**src/logic/lsp_pkg.sv**
```systemverilog
package lsp_pkg;

	typedef logic [31:0] word_t;
	typedef logic [4:0] reg_idx_t;
	typedef logic [6:0] opcode_t;

	// operation picked by decode, carried down the pipe.
	typedef enum logic [3:0] {
		op_add,
		op_sub,
		op_and,
		op_or,
		op_xor,
		op_addi,
		op_lui,
		op_lw,
		op_sw,
		op_illegal
	} op_e;

	typedef enum logic [1:0] {
		wb_alu,
		wb_mem,
		wb_none
	} wb_sel_e;

	// rv32i major opcodes in use.
	localparam opcode_t opc_op     = 7'b0110011;
	localparam opcode_t opc_op_imm = 7'b0010011;
	localparam opcode_t opc_lui    = 7'b0110111;
	localparam opcode_t opc_load   = 7'b0000011;
	localparam opcode_t opc_store  = 7'b0100011;

	// memory mapped i/o.
	localparam word_t io_ledr_addr = 32'h1000_0000;
	localparam word_t io_ledg_addr = 32'h1000_0004;
	localparam word_t io_hex_addr  = 32'h1000_0008;
	localparam word_t io_sw_addr   = 32'h1000_0010;

	localparam int unsigned dmem_words_default = 256;

endpackage

```
**src/logic/reg_file.sv**
```systemverilog
`timescale 1ns/1ns

module reg_file (
	input  logic              clk_i,
	input  logic              rst_ni,
	input  lsp_pkg::reg_idx_t raddr_a_i,
	input  lsp_pkg::reg_idx_t raddr_b_i,
	output lsp_pkg::word_t    rdata_a_o,
	output lsp_pkg::word_t    rdata_b_o,
	input  logic              we_i,
	input  lsp_pkg::reg_idx_t waddr_i,
	input  lsp_pkg::word_t    wdata_i
);

	lsp_pkg::word_t regs [32];

	always_ff @(posedge clk_i, negedge rst_ni) begin
		if (~rst_ni) begin
			for (int i = 0; i < 32; i++) begin
				regs[i] <= '0;
			end
		end
		else if (we_i && waddr_i != '0) begin
			regs[waddr_i] <= wdata_i;
		end
	end

	// x0 is hardwired.
	assign rdata_a_o = (raddr_a_i == '0) ? '0 : regs[raddr_a_i];
	assign rdata_b_o = (raddr_b_i == '0) ? '0 : regs[raddr_b_i];

endmodule

```
**config.mk**
```make
export PLATFORM = sky130hd
export DESIGN_NAME = reg_file
export DESIGN_NICKNAME = d
export VERILOG_FILES = /design/src/logic/lsp_pkg.sv /design/src/logic/reg_file.sv
export SDC_FILE = /design/constraint.sdc
export NUM_CORES = 2
export LEC_CHECK = 0
export BUFFER_PORTS_ARGS = -buffer_cell sky130_fd_sc_hd__buf_2
export CORE_MARGIN = 1
export CORE_UTILIZATION = 40
export CTS_CLUSTER_DIAMETER = 50
export CTS_CLUSTER_SIZE = 25
export DETAILED_ROUTE_END_ITERATION = 16
export PLACE_DENSITY = 0.63
export SLEW_MARGIN = 20
export SYNTH_ARGS = -nofsm -noshare
export SYNTH_HDL_FRONTEND = slang
export SYNTH_SLANG_ARGS = --single-unit
```
**constraint.sdc**
```tcl
create_clock -name clk_i -period 2.6 [get_ports clk_i]
set_clock_uncertainty 0.1 [all_clocks]
set_input_delay 0.52 -clock clk_i [delete_from_list [all_inputs] [get_ports clk_i]]
set_output_delay 0.52 -clock clk_i [all_outputs]
set_load 0.01 [all_outputs]
```
== Word-level counts from Yosys, hierarchy flattened ==
Index checks and enable logic that the tools add are counted.
Widths: inputs -> output; s select.

* Input port bits: 50
* Flip-flop bits (word level): 1024
* Logic and storage cells: 55

* Reductions and logical operators: 5
* $lt $le $gt $ge: 4
* Multiplexer cells: 11
* Bitwise operators: 3

{| class="wikitable"
|+ Operators by type and width
! operator !! number
|-
| $bwmux 1024 || 1
|-
| $bmux 32 s5 || 2
|-
| $mux 32 || 7
|-
| $demux 32 s5 || 1
|-
| $ge 6x6->1 const B || 3
|-
| $not 5->6 || 3
|-
| $logic_not 5->1 || 2
|-
| $lt 6x1->1 const B || 1
|-
| $reduce_bool 5->1 || 1
|-
| $logic_and 1x1->1 || 2
|}

== Logic depth before layout (Yosys ltp) ==
* Word-level depth: 6
* Mapped depth: 7
* Mapped depth without buffers: 4

== Worst setup path after synthesis ==
Ideal clock, no wire load.

* Path type: in2out
* From: input port raddr_a_i[0]
* To: output port rdata_a_o[0]
* Buffers on the path: 3
* Path slack: 0.020 ns
* Cell stages on the path: 7
* Data required time: 1.980 ns
* Arrival: 1.960 ns
* Cells stage by stage: buf_2 -> inv_1 -> buf_2 -> buf_2 -> nor2_1 -> a22oi_1 -> a311oi_1

* Word-level cells in the longest chain between the ends: 5
* Elaborated cells between the ends (all ways): 6
* Those cells by class: mux: 4; bitwise: 1; reduce/logical: 1

{| class="wikitable"
|+ Ends and longest elaborated chain
! item !! line !! text
|-
| start, declared || reg_file.sv:6 || <nowiki>input lsp_pkg::reg_idx_t raddr_a_i,</nowiki>
|-
| $not 5->6 (not written as such) || reg_file.sv:29 || <nowiki>assign rdata_a_o = (raddr_a_i == '0) ? '0 : regs[raddr_a_i];</nowiki>
|-
| $bmux 32 s5 || reg_file.sv:29 ||
|-
| $mux 32 (not written as such) (2 in a row) || reg_file.sv:29 ||
|-
| $mux 32 (*) || reg_file.sv:29 ||
|-
| end, declared || reg_file.sv:8 || <nowiki>output lsp_pkg::word_t rdata_a_o,</nowiki>
|}

Mark *: on every way between the ends. The rest lies on a longest branch, timed or not. The select of a mux whose other input is x is not followed.

== Final worst setup path ==
* From: register regs[256] in the netlist's numbering
* To: output port rdata_b_o[0]

* Word-level cells in the longest chain between the ends: 4

{| class="wikitable"
|+ Ends and longest elaborated chain
! item !! line !! text
|-
| start, declared || reg_file.sv:15 || <nowiki>lsp_pkg::word_t regs [32];</nowiki>
|-
| start signal, assigned by index || reg_file.sv:24 || <nowiki>regs[waddr_i] <= wdata_i;</nowiki>
|-
| $bmux 32 s5 || reg_file.sv:30 || <nowiki>assign rdata_b_o = (raddr_b_i == '0) ? '0 : regs[raddr_b_i];</nowiki>
|-
| $mux 32 (not written as such) (2 in a row) || reg_file.sv:30 ||
|-
| $mux 32 || reg_file.sv:30 ||
|-
| end, declared || reg_file.sv:9 || <nowiki>output lsp_pkg::word_t rdata_b_o,</nowiki>
|}

Every way passes these cells. The select of a mux whose other input is x is not followed.

==> metrics.yaml <==
outcome:
  run_status: "finished, violations left"
  violations: "negative setup slack"
place:
  hpwl_um: 122000
  place.port_buffers: 113
  place.gp.congestion: 0.857
timing:
  holdWs_ns: 0.187
  fin_ws_ns: -0.550
  finalCriticalPeriod_ns: 3.15
  max_freq_mhz: 317
  drv_slew: 0
  worstMarginPinSlew_ns: 1.02
  hold_viol_final: 0
  period_share_pct: 121
  maxSlewHeadroom_pct: 32.2
  setup_viol: 64
  rsz0062_at_grt: "true"
global_route:
  met3_usage_pct: 5.16
  grt_usage_pct: 27.9
  overflow: 0
  grt_use_met1_pct: 39.7
  grt_max_degree: 93
  antenna_found_initial: 18
  grtUsageMet2_pct: 43.3
  first_global_vias: 37878
  grt-busiest-layer: "met2"
  grt_pass1_wl_um: 277000
critical_path:
  path_cells: "mux4_2, o21ai_1, a311oi_2, buf_4, buf_6"
  cp_top_family: "compound AO/OA/AOI/OAI gates"
  cp-start-kind: "register"
  rr_worst_depth: 3
  critPathKind: "reg -> out"
  path_depth: 5
  timing.rr.start: "regs[784]$_DFFE_PN0P_"
  worstPathMaxFanout: 3
  cp-startpoint: "regs[256]$_DFFE_PN0P_"
  rr_endpoint: "regs[784]$_DFFE_PN0P_"
  worstPathRequired_ns: 1.98
  max_stage_delay_ns: 0.47
  cp_data_arrival_time_ns: 2.53
  r2r_slack_ns: 1.49
  crit_end: "rdata_b_o[0]"
  slowest_stage: "mux4_2"
  crit_buf_inv: 2
  cp-end-kind: "primary output"
finish:
  drive_gt1_share_pct: 64.5
  largest_reg_flops: 1024
  synthToLayoutAreaGrowth_pct: 24.9
  nets: 4062
  largestRegisters: "regs: 1024 flops"
  largest-register: "regs"
floorplanning:
  start_util_pct: 40.5
  rows: 134
  die-area_um2: 137000
  io_pins: 114
  die_x_um: 371
  fp.dieH_um: 371
  core_um2: 134000
clock_tree:
  htree_num_levels: 3
  clock-sinks: 1024
  clkTransAtPathRegs_ns: 0.06
  cts_tree: "done"
  cts_buffers: 117
  clock_latency_ns: 0.75
  clock_path_buffers: 3
  cts_root_buf: "clkbuf_16"
logic_synthesis:
  yosys.area.top_type: "dfrtp_1"
  synth_top_area_share_pct: 47.1
  synth-edff-count: 0
  synth.avg_cell_area_um2: 15.0
  syn-cell-area_um2: 54400
  async_flop_share_pct: 100
  synth_top_flop_cell: "dfrtp_1"
  syn_inst: 3621
  ys_seq_elements: 1024
  ys_types: 35
  synthTopCellsByArea: "dfrtp_1 (47%), mux2_2 (22%), mux4_2 (19%)"
  yosysWarningCount: 0
  ys_seq_area_share_pct: 47.1
  syn_nets: 3671
power_and_ir_drop:
  power_leakage_uw: 0.0294
  powerDensity_nw_per_um2: 733
  peakVddDrop_v: 0.000532
  power_uw: 49700
detailed_routing:
  wl_per_cell_um: 32.6
  route.vias.total: 37564
  vias_per_cell: 6.38
  route.detailed.drc: 0
  wl_um: 192000
  ant_nets: 0
  drt_iter0_markers: 4152
  drtPass1Iterations: 5
flow_run:
  maxCapViolCount: 0
min_path:
  hold_path.class: "in -> async"
[metal layers]
layer / up-vias / part of all wire (%)
met3: 355 / 8.7
met4: 10 / 3.1
met5: - / 0.032
met2: 1801 / 46
li1: 14910 / -
met1: 20488 / 42
[synth_stat cells (2+ instances only)]
master and count:
nor3b_1 2, or3_1 3, nor2_1 19, mux2i_1 128
a221oi_1 46, inv_1 2, nor2b_1 71, nand2_1 49
a211oi_1 64, or2_2 2, buf_4 34, mux2_1 10
a22oi_1 64, o21ai_0 101, mux4_2 448, o2111ai_1 18
or4_1 2, nor3_1 3, nand4b_1 3, o21ai_1 9
buf_2 170, buf_1 3, a311oi_1 64, mux2_2 1046
clkbuf_1 223, nand2b_1 5, dfrtp_1 1024
[power breakdown]
group	internal (uW)	switching, uW
Clock	9910	7520
Sequential	19000	2310
Combinational	6660	4360
[stage by stage]
step	util [%]	setup slack, ns	setup TNS [ns]	area, um^2	cells
after floorplan	-	0.0197	0	54400	3621
after global routing	50.6	-0.563	-28.84	67900	5880
after CTS	49.8	-0.542	-27.93	66900	5833
after detailed placement	45.7	-0.781	-35.58	61200	5585
after global placement	45.7	-0.892	-36.15	61200	5585
final	50.6	-0.550	-25.71	67900	5886
[layout by cell type, fill, tap and decap left out, drive strengths merged, types with 2 or more instances in the layout]
cell      netlist  final
mux2         1056   1056
dfrtp        1024   1024
buf           207    691
mux4          448    448
clkbuf        225    140
mux2i         128    128
o21ai         110    110
nor2b          71     72
a211oi         64     64
a22oi          64     64
a311oi         64     64
nand2          49     49
a221oi         46     46
clkinv          0     31
inv             2     25
clkinvlp        0     19
nor2           19     19
o2111ai        18     18
bufinv          0     12
diode           0      7
nand2b          5      5
bufbuf          0      4
nand4b          3      3
nor3            3      3
or3             3      3
or2             2      2
or4             2      2
and2            2      2
nor3b           2      2
[what timing repair did]
action                                  CTS  global route
setup buffers                            44            44
pin swaps                                45            50
hold endpoints to repair                219             0
hold buffers                              1             0
endpoints found under the setup margin   64            64
resized for setup                       306           113
gates cloned                              6             7
[cells by family after synthesis]
family | after synthesis | synth area share (%)
buf+inv | 434 | 3.63
simple gates | 165 | 1.61
flops | 1024 | 47.1
mux | 1632 | 42.8
compound gates | 366 | 4.84
[worst min path at each step]
stage | startpoint | endpoint | cells past startpoint
5_1_grt | rst_ni | regs[761]$_DFFE_PN0P_ | 2
6_report | rst_ni | regs[924]$_DFFE_PN0P_ | 2
4_1_cts | rst_ni | regs[828]$_DFFE_PN0P_ | 2
3_3_place_gp | regs[993]$_DFFE_PN0P_ | regs[993]$_DFFE_PN0P_ | 0
3_5_place_dp | regs[1007]$_DFFE_PN0P_ | regs[1007]$_DFFE_PN0P_ | 0
2_1_floorplan | rst_ni | regs[0]$_DFFE_PN0P_ | 0
[cell type report]
cell class	instances	area, um^2
multi-input cells	2164	28300
diodes	7	17.5
inverters	2	12.5
clock inverters	85	981
repair buffers	703	7600
flip-flops and latches	1024	25600
clock buffers	133	3090
well taps	1768	2210
fillers	11176	66200
Note: power is estimated with default switching activity, not from simulation.
