--- src/logic/lsp_pkg.sv ---
package lsp_pkg;

	typedef logic [31:0] word_t;
	typedef logic [4:0] reg_idx_t;
	typedef logic [6:0] opcode_t;

	// operation picked by decode, carried down the pipe.
	typedef enum logic [3:0] {
		op_add,
		op_sub,
		op_and,
		op_or,
		op_xor,
		op_addi,
		op_lui,
		op_lw,
		op_sw,
		op_illegal
	} op_e;

	typedef enum logic [1:0] {
		wb_alu,
		wb_mem,
		wb_none
	} wb_sel_e;

	// rv32i major opcodes in use.
	localparam opcode_t opc_op     = 7'b0110011;
	localparam opcode_t opc_op_imm = 7'b0010011;
	localparam opcode_t opc_lui    = 7'b0110111;
	localparam opcode_t opc_load   = 7'b0000011;
	localparam opcode_t opc_store  = 7'b0100011;

	// memory mapped i/o.
	localparam word_t io_ledr_addr = 32'h1000_0000;
	localparam word_t io_ledg_addr = 32'h1000_0004;
	localparam word_t io_hex_addr  = 32'h1000_0008;
	localparam word_t io_sw_addr   = 32'h1000_0010;

	localparam int unsigned dmem_words_default = 256;

endpackage

--- src/logic/stage_if.sv ---
`timescale 1ns/1ns

interface stage_if;

	logic              valid;
	lsp_pkg::op_e      op;
	lsp_pkg::wb_sel_e  wb_sel;
	lsp_pkg::reg_idx_t rd;
	logic              reg_we;
	lsp_pkg::word_t    a; // operand a, later the alu result or address.
	lsp_pkg::word_t    b; // operand b, later the load data.
	lsp_pkg::word_t    store_data;

	modport src (
		output valid,
		output op,
		output wb_sel,
		output rd,
		output reg_we,
		output a,
		output b,
		output store_data
	);

	modport dst (
		input valid,
		input op,
		input wb_sel,
		input rd,
		input reg_we,
		input a,
		input b,
		input store_data
	);

endinterface

--- src/logic/writeback_stage.sv ---
`timescale 1ns/1ns

module writeback_stage (
	stage_if.dst              in,
	output logic              retire_valid_o,
	output lsp_pkg::reg_idx_t retire_rd_o,
	output lsp_pkg::word_t    retire_data_o,
	output logic              retire_we_o,
	output logic              retire_illegal_o,
	input  logic              retire_ready_i,
	output logic              rf_we_o,
	output lsp_pkg::reg_idx_t rf_waddr_o,
	output lsp_pkg::word_t    rf_wdata_o
);

	always_comb begin
		case (in.wb_sel)
			lsp_pkg::wb_alu: retire_data_o = in.a;
			lsp_pkg::wb_mem: retire_data_o = in.b;
			default:         retire_data_o = '0;
		endcase
	end

	assign retire_valid_o   = in.valid;
	assign retire_rd_o      = in.rd;
	assign retire_we_o      = in.valid & in.reg_we;
	assign retire_illegal_o = in.valid & (in.op == lsp_pkg::op_illegal);

	// register file sees the write only once the retire is taken.
	assign rf_we_o    = retire_we_o & retire_ready_i & (in.rd != '0);
	assign rf_waddr_o = in.rd;
	assign rf_wdata_o = retire_data_o;

endmodule

--- src/flat_wrapper.sv ---
// flat-port wrapper written by rule: the top's interface ports become plain ports
module writeback_stage_flat 
  (retire_valid_o, retire_rd_o, retire_data_o, retire_we_o, retire_illegal_o, retire_ready_i, rf_we_o, rf_waddr_o, rf_wdata_o, in_valid, in_op, in_wb_sel, in_rd, in_reg_we, in_a, in_b, in_store_data);
  stage_if in_i ();
  output logic retire_valid_o;
  output lsp_pkg::reg_idx_t retire_rd_o;
  output lsp_pkg::word_t retire_data_o;
  output logic retire_we_o;
  output logic retire_illegal_o;
  input  logic retire_ready_i;
  output logic rf_we_o;
  output lsp_pkg::reg_idx_t rf_waddr_o;
  output lsp_pkg::word_t rf_wdata_o;
  input wire logic [$bits(in_i.valid)-1:0] in_valid;
  input wire logic [$bits(in_i.op)-1:0] in_op;
  input wire logic [$bits(in_i.wb_sel)-1:0] in_wb_sel;
  input wire logic [$bits(in_i.rd)-1:0] in_rd;
  input wire logic [$bits(in_i.reg_we)-1:0] in_reg_we;
  input wire logic [$bits(in_i.a)-1:0] in_a;
  input wire logic [$bits(in_i.b)-1:0] in_b;
  input wire logic [$bits(in_i.store_data)-1:0] in_store_data;
  assign in_i.valid = in_valid;
  assign in_i.op = in_op;
  assign in_i.wb_sel = in_wb_sel;
  assign in_i.rd = in_rd;
  assign in_i.reg_we = in_reg_we;
  assign in_i.a = in_a;
  assign in_i.b = in_b;
  assign in_i.store_data = in_store_data;
  writeback_stage u_core (.in(in_i), .retire_valid_o(retire_valid_o), .retire_rd_o(retire_rd_o), .retire_data_o(retire_data_o), .retire_we_o(retire_we_o), .retire_illegal_o(retire_illegal_o), .retire_ready_i(retire_ready_i), .rf_we_o(rf_we_o), .rf_waddr_o(rf_waddr_o), .rf_wdata_o(rf_wdata_o));
endmodule
--- config.mk ---
export PLATFORM = sky130hd
export DESIGN_NAME = writeback_stage_flat
export DESIGN_NICKNAME = d
export VERILOG_FILES = /design/src/logic/lsp_pkg.sv /design/src/logic/stage_if.sv /design/src/logic/writeback_stage.sv /design/src/flat_wrapper.sv
export SDC_FILE = /design/constraint.sdc
export NUM_CORES = 1
export LEC_CHECK = 0
export BUFFER_PORTS_ARGS = -buffer_cell sky130_fd_sc_hd__clkbuf_2
export CORE_AREA = 2 2 72 74
export DETAILED_ROUTE_END_ITERATION = 8
export DIE_AREA = 0 0 74 76
export GPL_TIMING_DRIVEN = 0
export PLACE_DENSITY = 0.61
export SETUP_SLACK_MARGIN = 0.5
export SLEW_MARGIN = 20
export SYNTH_ARGS = -nofsm -noshare
export SYNTH_HDL_FRONTEND = slang
export SYNTH_SLANG_ARGS = --single-unit
--- constraint.sdc ---
create_clock -name vclk -period 1.2
set_input_delay 0.12 -clock vclk [all_inputs]
set_output_delay 0.12 -clock vclk [all_outputs]
set_load 0.01 [all_outputs]
## After elaboration in Yosys (flattened, before gate mapping)

Index checks and enable logic that the tools add are counted.

| word-level totals | value |
|---|---|
| register bits after elaboration | 0 |
| latch bits | 0 |
| memory bits (writable) | 0 |
| ROM bits | 0 |
| bits of input ports | 110 |
| word-level logic and storage cells | 9 |
| memories | 0 |

| cells by class | value |
|---|---|
| $add $sub $neg | 0 |
| $mul | 0 |
| div/mod/pow operators | 0 |
| order comparisons | 0 |
| eq/ne operators | 2 |
| shifts and indexed selects | 0 |
| multiplexer cells | 1 |
| bitwise operators | 4 |
| reduce and logical (&&, ||, !) cells | 2 |

Operator list:

| operator | count |
|---|---|
| $pmux W32 S2 | 1 |
| $reduce_bool A5 Y1 | 1 |
| $and A1 B1 Y1 | 4 |
| $eq A4 B4 Y1 const B | 1 |
| $eq A2 B1 Y1 const B | 1 |
| $logic_not A2 Y1 | 1 |

## Logic depth before layout (Yosys ltp)

| logic depth | value |
|---|---|
| depth after elaboration | 3 |
| gate-level depth with buffers | 5 |
| mapped depth without buffers | 2 |

## Worst setup path after synthesis

No wires, ideal clock.

| timing path | value |
|---|---|
| path type | in2out |
| start point | in in_wb_sel[0] |
| end point | out rf_wdata_o[0] |
| data arrival time | 0.920 ns |
| data required time | 1.080 ns |
| path slack | 0.160 ns |
| stages on the path | 5 |
| buffers on the path | 3 |
| cell sequence | buf_2 -> buf_4 -> mux2i_1 -> nor2_1 -> buf_4 |

| between the ends | value |
|---|---|
| cells in the longest elaborated chain, start to end | 2 |
| elaborated cells between the ends (all ways) | 3 |
| those cells by class | eq/ne (1); mux (1); reduce/logical (1) |

RTL lines:

| what | line | RTL |
|---|---|---|
| start: declaration | flat_wrapper.sv:16 | `input wire logic [$bits(in_i.wb_sel)-1:0] in_wb_sel;` |
| $eq A2 B1 Y1 / $logic_not A2 Y1 (equally long branches) | writeback_stage.sv:17 | `case (in.wb_sel)` |
| $pmux W32 S2 (*) | writeback_stage.sv:17 |  |
| end: declaration | flat_wrapper.sv:13 | `output lsp_pkg::word_t rf_wdata_o;` |

Every way passes the cells marked *; elsewhere a longest branch is shown, timed or not.

## Worst setup path after layout

| timing path | value |
|---|---|
| start point | in in_rd[2] |
| end point | out rf_we_o |

| between the ends | value |
|---|---|
| cells in the longest elaborated chain, start to end | 2 |

RTL lines:

| what | line | RTL |
|---|---|---|
| start: declaration | flat_wrapper.sv:17 | `input wire logic [$bits(in_i.rd)-1:0] in_rd;` |
| $reduce_bool A5 Y1 | writeback_stage.sv:30 | `assign rf_we_o = retire_we_o & retire_ready_i & (in.rd != '0);` |
| $and A1 B1 Y1 | writeback_stage.sv:30 |  |
| end: declaration | flat_wrapper.sv:11 | `output logic rf_we_o;` |

Every way passes these cells.

==> results.cfg <==
[outcome]
outcome = complete, no violations

[synth]
yosys-top-cells-count = buf_4 (46), mux2i_1 (32), nor2_1 (32), clkbuf_1 (3)
synth.distinct_cells = 10
syn_avg_cell_area_um2 = 7.07
synth_seq_area_share_pct = 0
yosysMostFrequentCell = buf_4
synth_nets = 229
syn_area_um2 = 841
syn_inst = 119
synth_top_area_share_pct = 41.1
yosys-top-cells-area = buf_4 (41%), mux2i_1 (38%), nor2_1 (14%), clkbuf_1 (1.3%), o211a_1 (1.2%)
yosys_warnings = 0
synth_top_area_cell = buf_4

[global_routing]
antenna_found_initial = 0
grt.overflow.total = 0
grt_max_degree = 11
gr-usage-all-layers_pct = 10.4
grt_pass1_vias = 1139
grt_pass1_wl_mm = 4.91

[timing]
hold_ws_ps = 483
fmax_mhz = 844
fin_crit_sh_pct = 98.7
fin_setup_tns_ps = 0
setup_slack_ps = 15.7
tightestPinTransition_ps = 162
fin_crit_ps = 1180
hold_viol = 0
slew_violations = 0
maxSlewHeadroom_pct = 88.9
rsz0062_at_grt = true
setup_viol = 0

[power_and_ir_drop]
clkPwrFrac_pct = 0
max-vdd-ir-drop_mv = 0.171
p_leak_nw = 1.34
p_sw_share_pct = 39.7
p_int_mw = 0.592
combPwrFrac_pct = 100.0
power_density_nw_per_um2 = 410
power_mw = 0.982
p_switching_mw = 0.390
seqPwrFrac_pct = 0

[critical_path]
cpPeakStageDelay_ps = 520
path_class = primary input to output port
crit_chain = clkbuf_2 > or4_4 > o211a_1 > clkbuf_2
critPathRequiredTime_ps = 1080
crit_top_cell = clkbuf_2
startpoint_type = primary input
critPathTopFamily = simple AND/OR/NAND/NOR gates
arrival_ps = 1060
cp_slowest_cell = or4_4
endpoint_kind = output port
worstPathMaxFanout = 3
critical_path_buf_inv_count = 2

[die]
fp.dieW_um = 74
core.rowCount = 26
io_pins = 188
die-area_um2 = 5620
start_util_pct = 17.1
die_height_um = 76
core_area_um2 = 4910

[detailed_routing]
wire_per_inst_um = 10.6
vias = 1376
drt_iter0_drc = 6
wirelength_mm = 3.73
drtPass1Iterations = 2
avgViaCountPerCell = 3.90
drc_errors = 0
final_antenna_net_count = 0

[flow_run]
drv_cap = 0

[place]
dpl.hpwl_mm = 2.87
io_buffers = 155
routabilityCongestion = 0.725
place_ws_ps = -2.49
dp_cells = 344
place_area_um2 = 1830

[finish]
clkbuf_count = 0
drive_gt1_share_pct = 93.6
diodes = 0
final_area_um2 = 2390
flops_and_latches = 0
final_cells = 353
nets = 395
utilization_pct = 48.7
syn_to_final_growth_pct = 185
register_area_um2 = 0

[min_path]
min-delay-path-class = primary input to output port
[timing repair]
action | in CTS | in global routing
hold buffers | 0 | 0
buffers inserted | 6 | 0
gates resized for setup | 19 | 125
gates cloned | 3 | 0
endpoints found under the setup margin | 66 | 66
pin swaps | 8 | 7
[tightest hold or removal path: cells and delay by family]
family / cells / cell delay (ps)
buffers and inverters: 2 / 210
AND/OR/NAND/NOR: 1 / 30
[routing by layer]
metal  up-vias  track usage, %  routed length, µm
met5         -               0                  0
met4         0           0.545                  0
met3         0           0.926                361
met2        90            21.3               2010
met1       604            11.5               1360
li1        682               -                  -
[cell families (layout without fill, tap and decap cells)]
group | count (synthesis) | count (layout) | share of synthesized area [%]
compound gates | 1 | 1 | 1.19
buf+inv | 50 | 214 | 43.0
mux | 32 | 32 | 38.1
simple gates | 36 | 36 | 17.7
[power by group through the flow]
| stage | Sequential [mW] | Clock [mW] | Combinational, mW |
|---|---|---|---|
| 4_1_cts | 0 | 0 | 0.817 |
| 6_report | 0 | 0 | 0.982 |
| 2_1_floorplan | 0 | 0 | 0.423 |
| 3_5_place_dp | 0 | 0 | 0.730 |
| 5_1_grt | 0 | 0 | 1.05 |
| 3_3_place_gp | 0 | 0 | 0.723 |
[placed cells by master (no fill, tap or decap)]
| cell type | n |
|---|---|
| mux2i_1 | 15 |
| buf_2 | 33 |
| buf_12 | 5 |
| o211a_1 | 1 |
| and2_1 | 1 |
| buf_16 | 3 |
| or4_4 | 1 |
| clkbuf_2 | 88 |
| clkbuf_8 | 2 |
| nand3b_1 | 1 |
| clkbuf_16 | 1 |
| buf_8 | 1 |
| clkbuf_4 | 1 |
| nor2_2 | 32 |
| buf_6 | 37 |
| nor3b_2 | 1 |
| mux2i_2 | 9 |
| mux2i_4 | 8 |
| buf_4 | 43 |
[final cells by class]
type | count | area [µm²]
tap | 70 | 87.6
fill | 473 | 2520
timing repair buffer | 164 | 1150
multi-input combinational | 69 | 702
buffer | 50 | 455
[worst paths after layout]
kind	start	slack (ps)	endpoint	depth (start not counted)
worst min-delay path	in_op[2]	480	retire_illegal_o	3
worst max-delay path	in_rd[2]	20	rf_we_o	4
Note: power is estimated with default switching activity, not from simulation.
