==> config.mk <==
export PLATFORM = sky130hd
export DESIGN_NAME = execute_stage_flat
export DESIGN_NICKNAME = d
export VERILOG_FILES = /design/src/logic/lsp_pkg.sv /design/src/logic/stage_if.sv /design/src/logic/execute_stage.sv /design/src/flat_wrapper.sv
export SDC_FILE = /design/constraint.sdc
export NUM_CORES = 1
export LEC_CHECK = 0
export ABC_AREA = 1
export BUFFER_PORTS_ARGS = -buffer_cell sky130_fd_sc_hd__clkbuf_2
export CORE_ASPECT_RATIO = 0.75
export CORE_MARGIN = 2
export CORE_UTILIZATION = 40
export CTS_CLUSTER_DIAMETER = 50
export DETAILED_ROUTE_END_ITERATION = 12
export GPL_ROUTABILITY_DRIVEN = 0
export GPL_TIMING_DRIVEN = 0
export PLACE_DENSITY_LB_ADDON = 0.05
export SLEW_MARGIN = 20
export SYNTH_ARGS = -nofsm -noshare
export SYNTH_HDL_FRONTEND = slang
export SYNTH_SLANG_ARGS = --single-unit
==> constraint.sdc <==
create_clock -name clk_i -period 1.7 [get_ports clk_i]
set_input_delay 0.34 -clock clk_i [delete_from_list [all_inputs] [get_ports clk_i]]
set_output_delay 0.34 -clock clk_i [all_outputs]
set_load 0.01 [all_outputs]
==> src/logic/lsp_pkg.sv <==
package lsp_pkg;

	typedef logic [31:0] word_t;
	typedef logic [4:0] reg_idx_t;
	typedef logic [6:0] opcode_t;

	// operation picked by decode, carried down the pipe.
	typedef enum logic [3:0] {
		op_add,
		op_sub,
		op_and,
		op_or,
		op_xor,
		op_addi,
		op_lui,
		op_lw,
		op_sw,
		op_illegal
	} op_e;

	typedef enum logic [1:0] {
		wb_alu,
		wb_mem,
		wb_none
	} wb_sel_e;

	// rv32i major opcodes in use.
	localparam opcode_t opc_op     = 7'b0110011;
	localparam opcode_t opc_op_imm = 7'b0010011;
	localparam opcode_t opc_lui    = 7'b0110111;
	localparam opcode_t opc_load   = 7'b0000011;
	localparam opcode_t opc_store  = 7'b0100011;

	// memory mapped i/o.
	localparam word_t io_ledr_addr = 32'h1000_0000;
	localparam word_t io_ledg_addr = 32'h1000_0004;
	localparam word_t io_hex_addr  = 32'h1000_0008;
	localparam word_t io_sw_addr   = 32'h1000_0010;

	localparam int unsigned dmem_words_default = 256;

endpackage

==> src/logic/stage_if.sv <==
`timescale 1ns/1ns

interface stage_if;

	logic              valid;
	lsp_pkg::op_e      op;
	lsp_pkg::wb_sel_e  wb_sel;
	lsp_pkg::reg_idx_t rd;
	logic              reg_we;
	lsp_pkg::word_t    a; // operand a, later the alu result or address.
	lsp_pkg::word_t    b; // operand b, later the load data.
	lsp_pkg::word_t    store_data;

	modport src (
		output valid,
		output op,
		output wb_sel,
		output rd,
		output reg_we,
		output a,
		output b,
		output store_data
	);

	modport dst (
		input valid,
		input op,
		input wb_sel,
		input rd,
		input reg_we,
		input a,
		input b,
		input store_data
	);

endinterface

==> src/logic/execute_stage.sv <==
`timescale 1ns/1ns

module execute_stage (
	input logic  clk_i,
	input logic  rst_ni,
	input logic  advance_i,
	stage_if.dst in,
	stage_if.src out
);

	lsp_pkg::word_t result;

	// lui, addi and address generation all reduce to a + b.
	always_comb begin
		case (in.op)
			lsp_pkg::op_sub: result = in.a - in.b;
			lsp_pkg::op_and: result = in.a & in.b;
			lsp_pkg::op_or:  result = in.a | in.b;
			lsp_pkg::op_xor: result = in.a ^ in.b;
			default:         result = in.a + in.b;
		endcase
	end

	always_ff @(posedge clk_i, negedge rst_ni) begin
		if (~rst_ni) begin
			out.valid  <= 1'b0;
			out.op     <= lsp_pkg::op_illegal;
			out.wb_sel <= lsp_pkg::wb_none;
			out.rd     <= '0;
			out.reg_we <= 1'b0;
		end
		else if (advance_i) begin
			out.valid  <= in.valid;
			out.op     <= in.op;
			out.wb_sel <= in.wb_sel;
			out.rd     <= in.rd;
			out.reg_we <= in.reg_we;
		end
	end

	always_ff @(posedge clk_i) begin
		if (advance_i) begin
			out.a          <= result;
			out.b          <= in.b;
			out.store_data <= in.store_data;
		end
	end

endmodule

==> src/flat_wrapper.sv <==
// flat-port wrapper written by rule: the top's interface ports become plain ports
module execute_stage_flat 
  (clk_i, rst_ni, advance_i, in_valid, in_op, in_wb_sel, in_rd, in_reg_we, in_a, in_b, in_store_data, out_valid, out_op, out_wb_sel, out_rd, out_reg_we, out_a, out_b, out_store_data);
  stage_if in_i ();
  stage_if out_i ();
  input logic clk_i;
  input logic rst_ni;
  input logic advance_i;
  input wire logic [$bits(in_i.valid)-1:0] in_valid;
  input wire logic [$bits(in_i.op)-1:0] in_op;
  input wire logic [$bits(in_i.wb_sel)-1:0] in_wb_sel;
  input wire logic [$bits(in_i.rd)-1:0] in_rd;
  input wire logic [$bits(in_i.reg_we)-1:0] in_reg_we;
  input wire logic [$bits(in_i.a)-1:0] in_a;
  input wire logic [$bits(in_i.b)-1:0] in_b;
  input wire logic [$bits(in_i.store_data)-1:0] in_store_data;
  output wire logic [$bits(out_i.valid)-1:0] out_valid;
  output wire logic [$bits(out_i.op)-1:0] out_op;
  output wire logic [$bits(out_i.wb_sel)-1:0] out_wb_sel;
  output wire logic [$bits(out_i.rd)-1:0] out_rd;
  output wire logic [$bits(out_i.reg_we)-1:0] out_reg_we;
  output wire logic [$bits(out_i.a)-1:0] out_a;
  output wire logic [$bits(out_i.b)-1:0] out_b;
  output wire logic [$bits(out_i.store_data)-1:0] out_store_data;
  assign in_i.valid = in_valid;
  assign in_i.op = in_op;
  assign in_i.wb_sel = in_wb_sel;
  assign in_i.rd = in_rd;
  assign in_i.reg_we = in_reg_we;
  assign in_i.a = in_a;
  assign in_i.b = in_b;
  assign in_i.store_data = in_store_data;
  assign out_valid = out_i.valid;
  assign out_op = out_i.op;
  assign out_wb_sel = out_i.wb_sel;
  assign out_rd = out_i.rd;
  assign out_reg_we = out_i.reg_we;
  assign out_a = out_i.a;
  assign out_b = out_i.b;
  assign out_store_data = out_i.store_data;
  execute_stage u_core (.clk_i(clk_i), .rst_ni(rst_ni), .advance_i(advance_i), .in(in_i), .out(out_i));
endmodule
# ---- After elaboration in Yosys (flattened, before gate mapping)
# Index checks and enable logic that the tools add are counted.
dict set report totals {
  register_bits 109
  out_inout_bits 109
  wordCells 18
}
dict set report classes {
  n_bitwise 3
  addsub 2
  n_eq_ne 4
  muxes 1
}
# cell count
set ops {}
lappend ops {{one-hot mux 32 bit (4 select lines)} 1}
lappend ops {{adder 32 bit} 1}
lappend ops {{AND 32 bit} 1}
lappend ops {{bitwise OR 32 bit} 1}
lappend ops {{subtractor 32 bit} 1}
lappend ops {{bitwise XOR 32 bit} 1}
lappend ops {{== test 4 x 2 -> 1 bit (second input constant)} 2}
lappend ops {{== test 4 x 1 -> 1 bit (second input constant)} 1}
lappend ops {{== test 4 x 3 -> 1 bit (second input constant)} 1}

# ---- Longest topological paths before layout
dict set report logic_depth {
  depth_word 2
  depth_mapped 23
  ltp_nobuf 23
}

# ---- Worst setup path after synthesis
# No wires, ideal clock.
dict set report synth_timing {
  path_type {input-to-reg}
  from {in in_b[0]}
  to {reg u_core.out.a[31], data pin}
  arrival_ns 2.454
  path_stages 21
  required_ns 1.440
  slack_ns -1.014
  cell_sequence {inv_1 -> ha_1 -> nand3_2 -> nor2_4 -> nand3_4 -> o21ai_4 -> nand3_1 -> xor2_1 -> ha_1 -> nand2_1 -> inv_1 -> nand2_1 -> nand2_1 -> inv_1 -> nand2_1 -> a21oi_1 -> nand2_1 -> nand2_1 -> nand2_1 -> nand2_1 -> nand2_1}
}
dict set report synth_between {
  elab_chain_cells 2
}
# item line_no
set synth_rtl {}
lappend synth_rtl {{start, declared} flat_wrapper.sv:15} ;# input wire logic [$bits(in_i.b)-1:0] in_b;
lappend synth_rtl {{adder 32 bit / subtractor 32 bit (equally long branches)} {execute_stage.sv:20, execute_stage.sv:16}}
lappend synth_rtl {{one-hot mux 32 bit (4 select lines) *} execute_stage.sv:15} ;# case (in.op)
lappend synth_rtl {{named net u_core.result[31]} execute_stage.sv:11} ;# lsp_pkg::word_t result;
lappend synth_rtl {{end signal, assigned} execute_stage.sv:43} ;# out.a <= result;
lappend synth_rtl {{end, declared} stage_if.sv:20} ;# output a,
# The timed path passes the listed nets; every way through them passes the cells marked *.
# A chain may end at the register's enable or synchronous reset.

# ---- Worst setup path in the final report
dict set report layout_timing {
  from {in in_b[1]}
  to {reg u_core.out.a[29], data pin}
}
# Same word-level chain as after synthesis.

==> impl_metrics.tcl <==
set metrics [dict create \
    buffer_type_at_the_clock_tree_root "sky130_fd_sc_hd__clkbuf_16" \
    vias_per_cell 4.91 \
    path_cells "clkbuf_16 > inv_16 > ha_4 > nand3_4 > nor2_4 > nand3_4 > o21ai_4 > nand2_1 > xor2_2 > ha_4 > nand2_4 > nor2_4 > nand2_2 > nor4_2 > nand2_1 > nand3_1 > nand2_1 > nand2_1 > nand2_1" \
    antenna_cells_inserted 0 \
    io_buffers 220 \
    timing.hold.worst.class "input pin to flip-flop" \
    timing.hold.ws_ns 0.143 \
    syn_area_per_cell_um2 7.90 \
    final_hold_viol_count 0 \
    global_route_wire_length_before_repair_mm 41.0 \
    area_growth_syn_to_layout_pct 44.4 \
    layout.cells.most_common "sky130_fd_sc_hd__nand2_1" \
    starting_density 0.404 \
    irDropWorstVdd_mv 0.432 \
    timing.setup.critical_path_class "input pin to flip-flop" \
    ant_nets 0 \
    detail_route.wirelength_mm 27.2 \
    slew_headroom 0.404 \
    fp.dieArea_mm2 0.0224 \
    fin_ws_ns -1.06 \
    multi_input_area_mm2 0.00579 \
    remaining_drc_errors 0 \
    grt_start_max_net_pins 68 \
    crit_path_max_fanout 4 \
    pin_count 221 \
    timing.critical_path.slowest_cell_delay_ns 0.32 \
    cp-start-kind "input pin" \
    violations "setup timing" \
    grt_pass1_vias 7468 \
    commonest_cells_after_routing_fill_and_taps_aside "sky130_fd_sc_hd__nand2_1 (235), sky130_fd_sc_hd__clkbuf_2 (213), sky130_fd_sc_hd__inv_1 (158)" \
    period_needed_ns 2.76 \
    place_ws_ns -2.02 \
    num-nets-final 1577 \
    setup_violations 30 \
    synth_top_area_cell "sky130_fd_sc_hd__edfxtp_1" \
    rr_startpoint "u_core.out.op[0]" \
    syn_nets 1285 \
    status "complete, but fails checks" \
    dr_total_vias 8153 \
    grt_overflow 0 \
    grt.total_usage 0.240 \
    tritoncts "built" \
    cts-buffers-inserted 9 \
    dr.pass1.iters 5 \
    nFillCells 1882 \
    skew_ns 0 \
    dp_hpwl_mm 21.0 \
    clock_tree.htree_level_count 3 \
    critical_path.endpoint_type "flip-flop" \
    die_width_um 172 \
    buffers_and_inverters_on_the_worst_path 2 \
    synth_cells 1076 \
    synth_area_mm2 0.00850 \
    core_area_mm2 0.0210 \
    cts.sink_count 109 \
    clk_pin_slew_worst_paths_ns 0.09 \
    cell_type_with_the_highest_occurrence_count_on_the_critical_path "sky130_fd_sc_hd__nand2_1" \
    setup_repair_after_global_routing_missed_its_margin "true" \
    yosysUniqueCellTypes 40 \
    synth.top_cell.area_share 0.339 \
    ys_seq_elements 109 \
    clk_latency_ns 0.36 \
    power_leakage_nw 6.14 \
    drv_slew 0 \
    max_cap_violation_count 0 \
    cts.path.max_buffers 2 \
    cp_data_required_time_ns 1.83 \
    ff_latch_area_mm2 0.00321 \
    grt_antenna_before_repair 0 \
    timing.final.crit_share 1.62 \
    drive_gt1_frac 0.440 \
    fp.dieH_um 130 \
    ys_top_cells_by_area "sky130_fd_sc_hd__edfxtp_1 (34%), sky130_fd_sc_hd__nand2_1 (15%), sky130_fd_sc_hd__ha_1 (14%), sky130_fd_sc_hd__inv_1 (8.6%), sky130_fd_sc_hd__nor2_1 (4.4%)" \
    portion_of_the_post_synthesis_area_used_by_sequential_elements 0.378 \
    hold_path.startpoint "in_store_data[0]" \
    power-per-cell-area_mw_per_mm2 718 \
    yosysWarnings 0 \
    worst_ep_arrival_time_ns 2.89 \
    critPathTopFamily "simple AND/OR/NAND/NOR gates" \
    routed_wire_length_per_instance_um 16.3 \
    rows 46 \
    worstMarginPinSlew_ns 0.894 \
    postPlaceCellArea_mm2 0.0103 \
    startpoint "in_b[1]" \
    highest_achievable_clock_rate_ghz 0.362 \
    timing.critical_path.slowest_stage_cell "sky130_fd_sc_hd__ha_4" \
    detailedRoute.firstIterationViolations 503 \
    final_design_area_no_fill_mm2 0.0123 \
]
[state kept, by name (all words and copies together) (netlist names)]
name                   cells
u_core.out.a              32
u_core.out.b              32
u_core.out.store_data     32
u_core.out.rd              5
u_core.out.op              4
u_core.out.wb_sel          2
u_core.out.reg_we          1
u_core.out.valid           1
[final timing paths]
kind | depth (start not counted) | slack [ns] | endpoint
max in group asynchronous | 2 | 1.00 | u_core.out.wb_sel[1]
min in group asynchronous | 2 | 0.41 | u_core.out.rd[3]
hold / removal | 1 | 0.14 | u_core.out.store_data[0]
hold reg to reg | 2 | 0.49 | u_core.out.op[0]
setup reg to reg | 2 | 0.94 | u_core.out.op[0]
setup / recovery | 19 | -1.06 | u_core.out.a[29]
[final cells by class]
class,instances,area share
clock buffers,9,0.0184
inverters,194,0.0619
flip-flops and latches,109,0.262
multi-input cells,756,0.472
well taps,288,0.0294
clock inverters,7,0.00642
plain buffers,17,0.0108
repair buffers,281,0.140
[what timing repair did]
item                                   4_1_cts  5_1_grt
pin swaps                                   99       67
setup endpoints to repair                   31       31
hold buffers                                 1        0
resized for setup                          213      100
endpoints found under the hold margin       10        0
buffers inserted                            42       18
[cells by family (layout without fill, tap and decap cells)]
| kind of cell | after synthesis | count (layout) | synth area share |
|---|---|---|---|
| adder cells (fa/ha/maj) | 97 | 97 | 0.144 |
| XOR/XNOR | 40 | 40 | 0.0412 |
| flip-flops | 109 | 109 | 0.378 |
| AO/OA/AOI/OAI | 89 | 89 | 0.0699 |
| buffers and inverters | 211 | 508 | 0.0973 |
| multiplexers | 11 | 11 | 0.0146 |
| AND/OR/NAND/NOR | 519 | 519 | 0.255 |
[per-layer routing]
metal  vias to the layer above  global-route usage  wire, µm
li1                       4045                   -         -
met2                       260               0.371     11700
met1                      3818               0.351     13100
met3                        30              0.0431      1870
met4                         0              0.0514       499
met5                         -                   0         0
[where the power goes]
part / switching (W) / internal [W] / total [W]
sequential: 0.0000751 / 0.00327 / 0.00334
clock: 0.00117 / 0.00105 / 0.00222
combinational: 0.00195 / 0.00131 / 0.00326
[metrics by stage]
step                std cells  TNS (ns)  total power, W  utilization
floorplan                1076    -22.33         0.00491            -
global placement         1584   -154.54         0.00587        0.487
detailed placement       1585    -46.72         0.00590        0.489
CTS                      1644    -23.28         0.00864        0.558
global route             1661    -29.47         0.00933        0.584
finish                   1661    -26.01         0.00882        0.584
[synthesized netlist by cell type (all sizes together)]
cell type and count:
a21o 1, a21oi 31, a221oi 23, a31oi 2, and2 2, buf 13
clkbuf 4, dfrtp 10, dfstp 3, edfxtp 96, fa 1, ha 96
inv 194, mux2 11, nand2 336, nand3 48, nand3b 4, nand4 9
nor2 107, nor3 10, nor4 2, o2111ai 8, o211ai 1, o21a 1
o21ai 18, o21bai 3, o31ai 1, or2 1, xnor2 1, xor2 39
(Power assumes the default switching activity.)
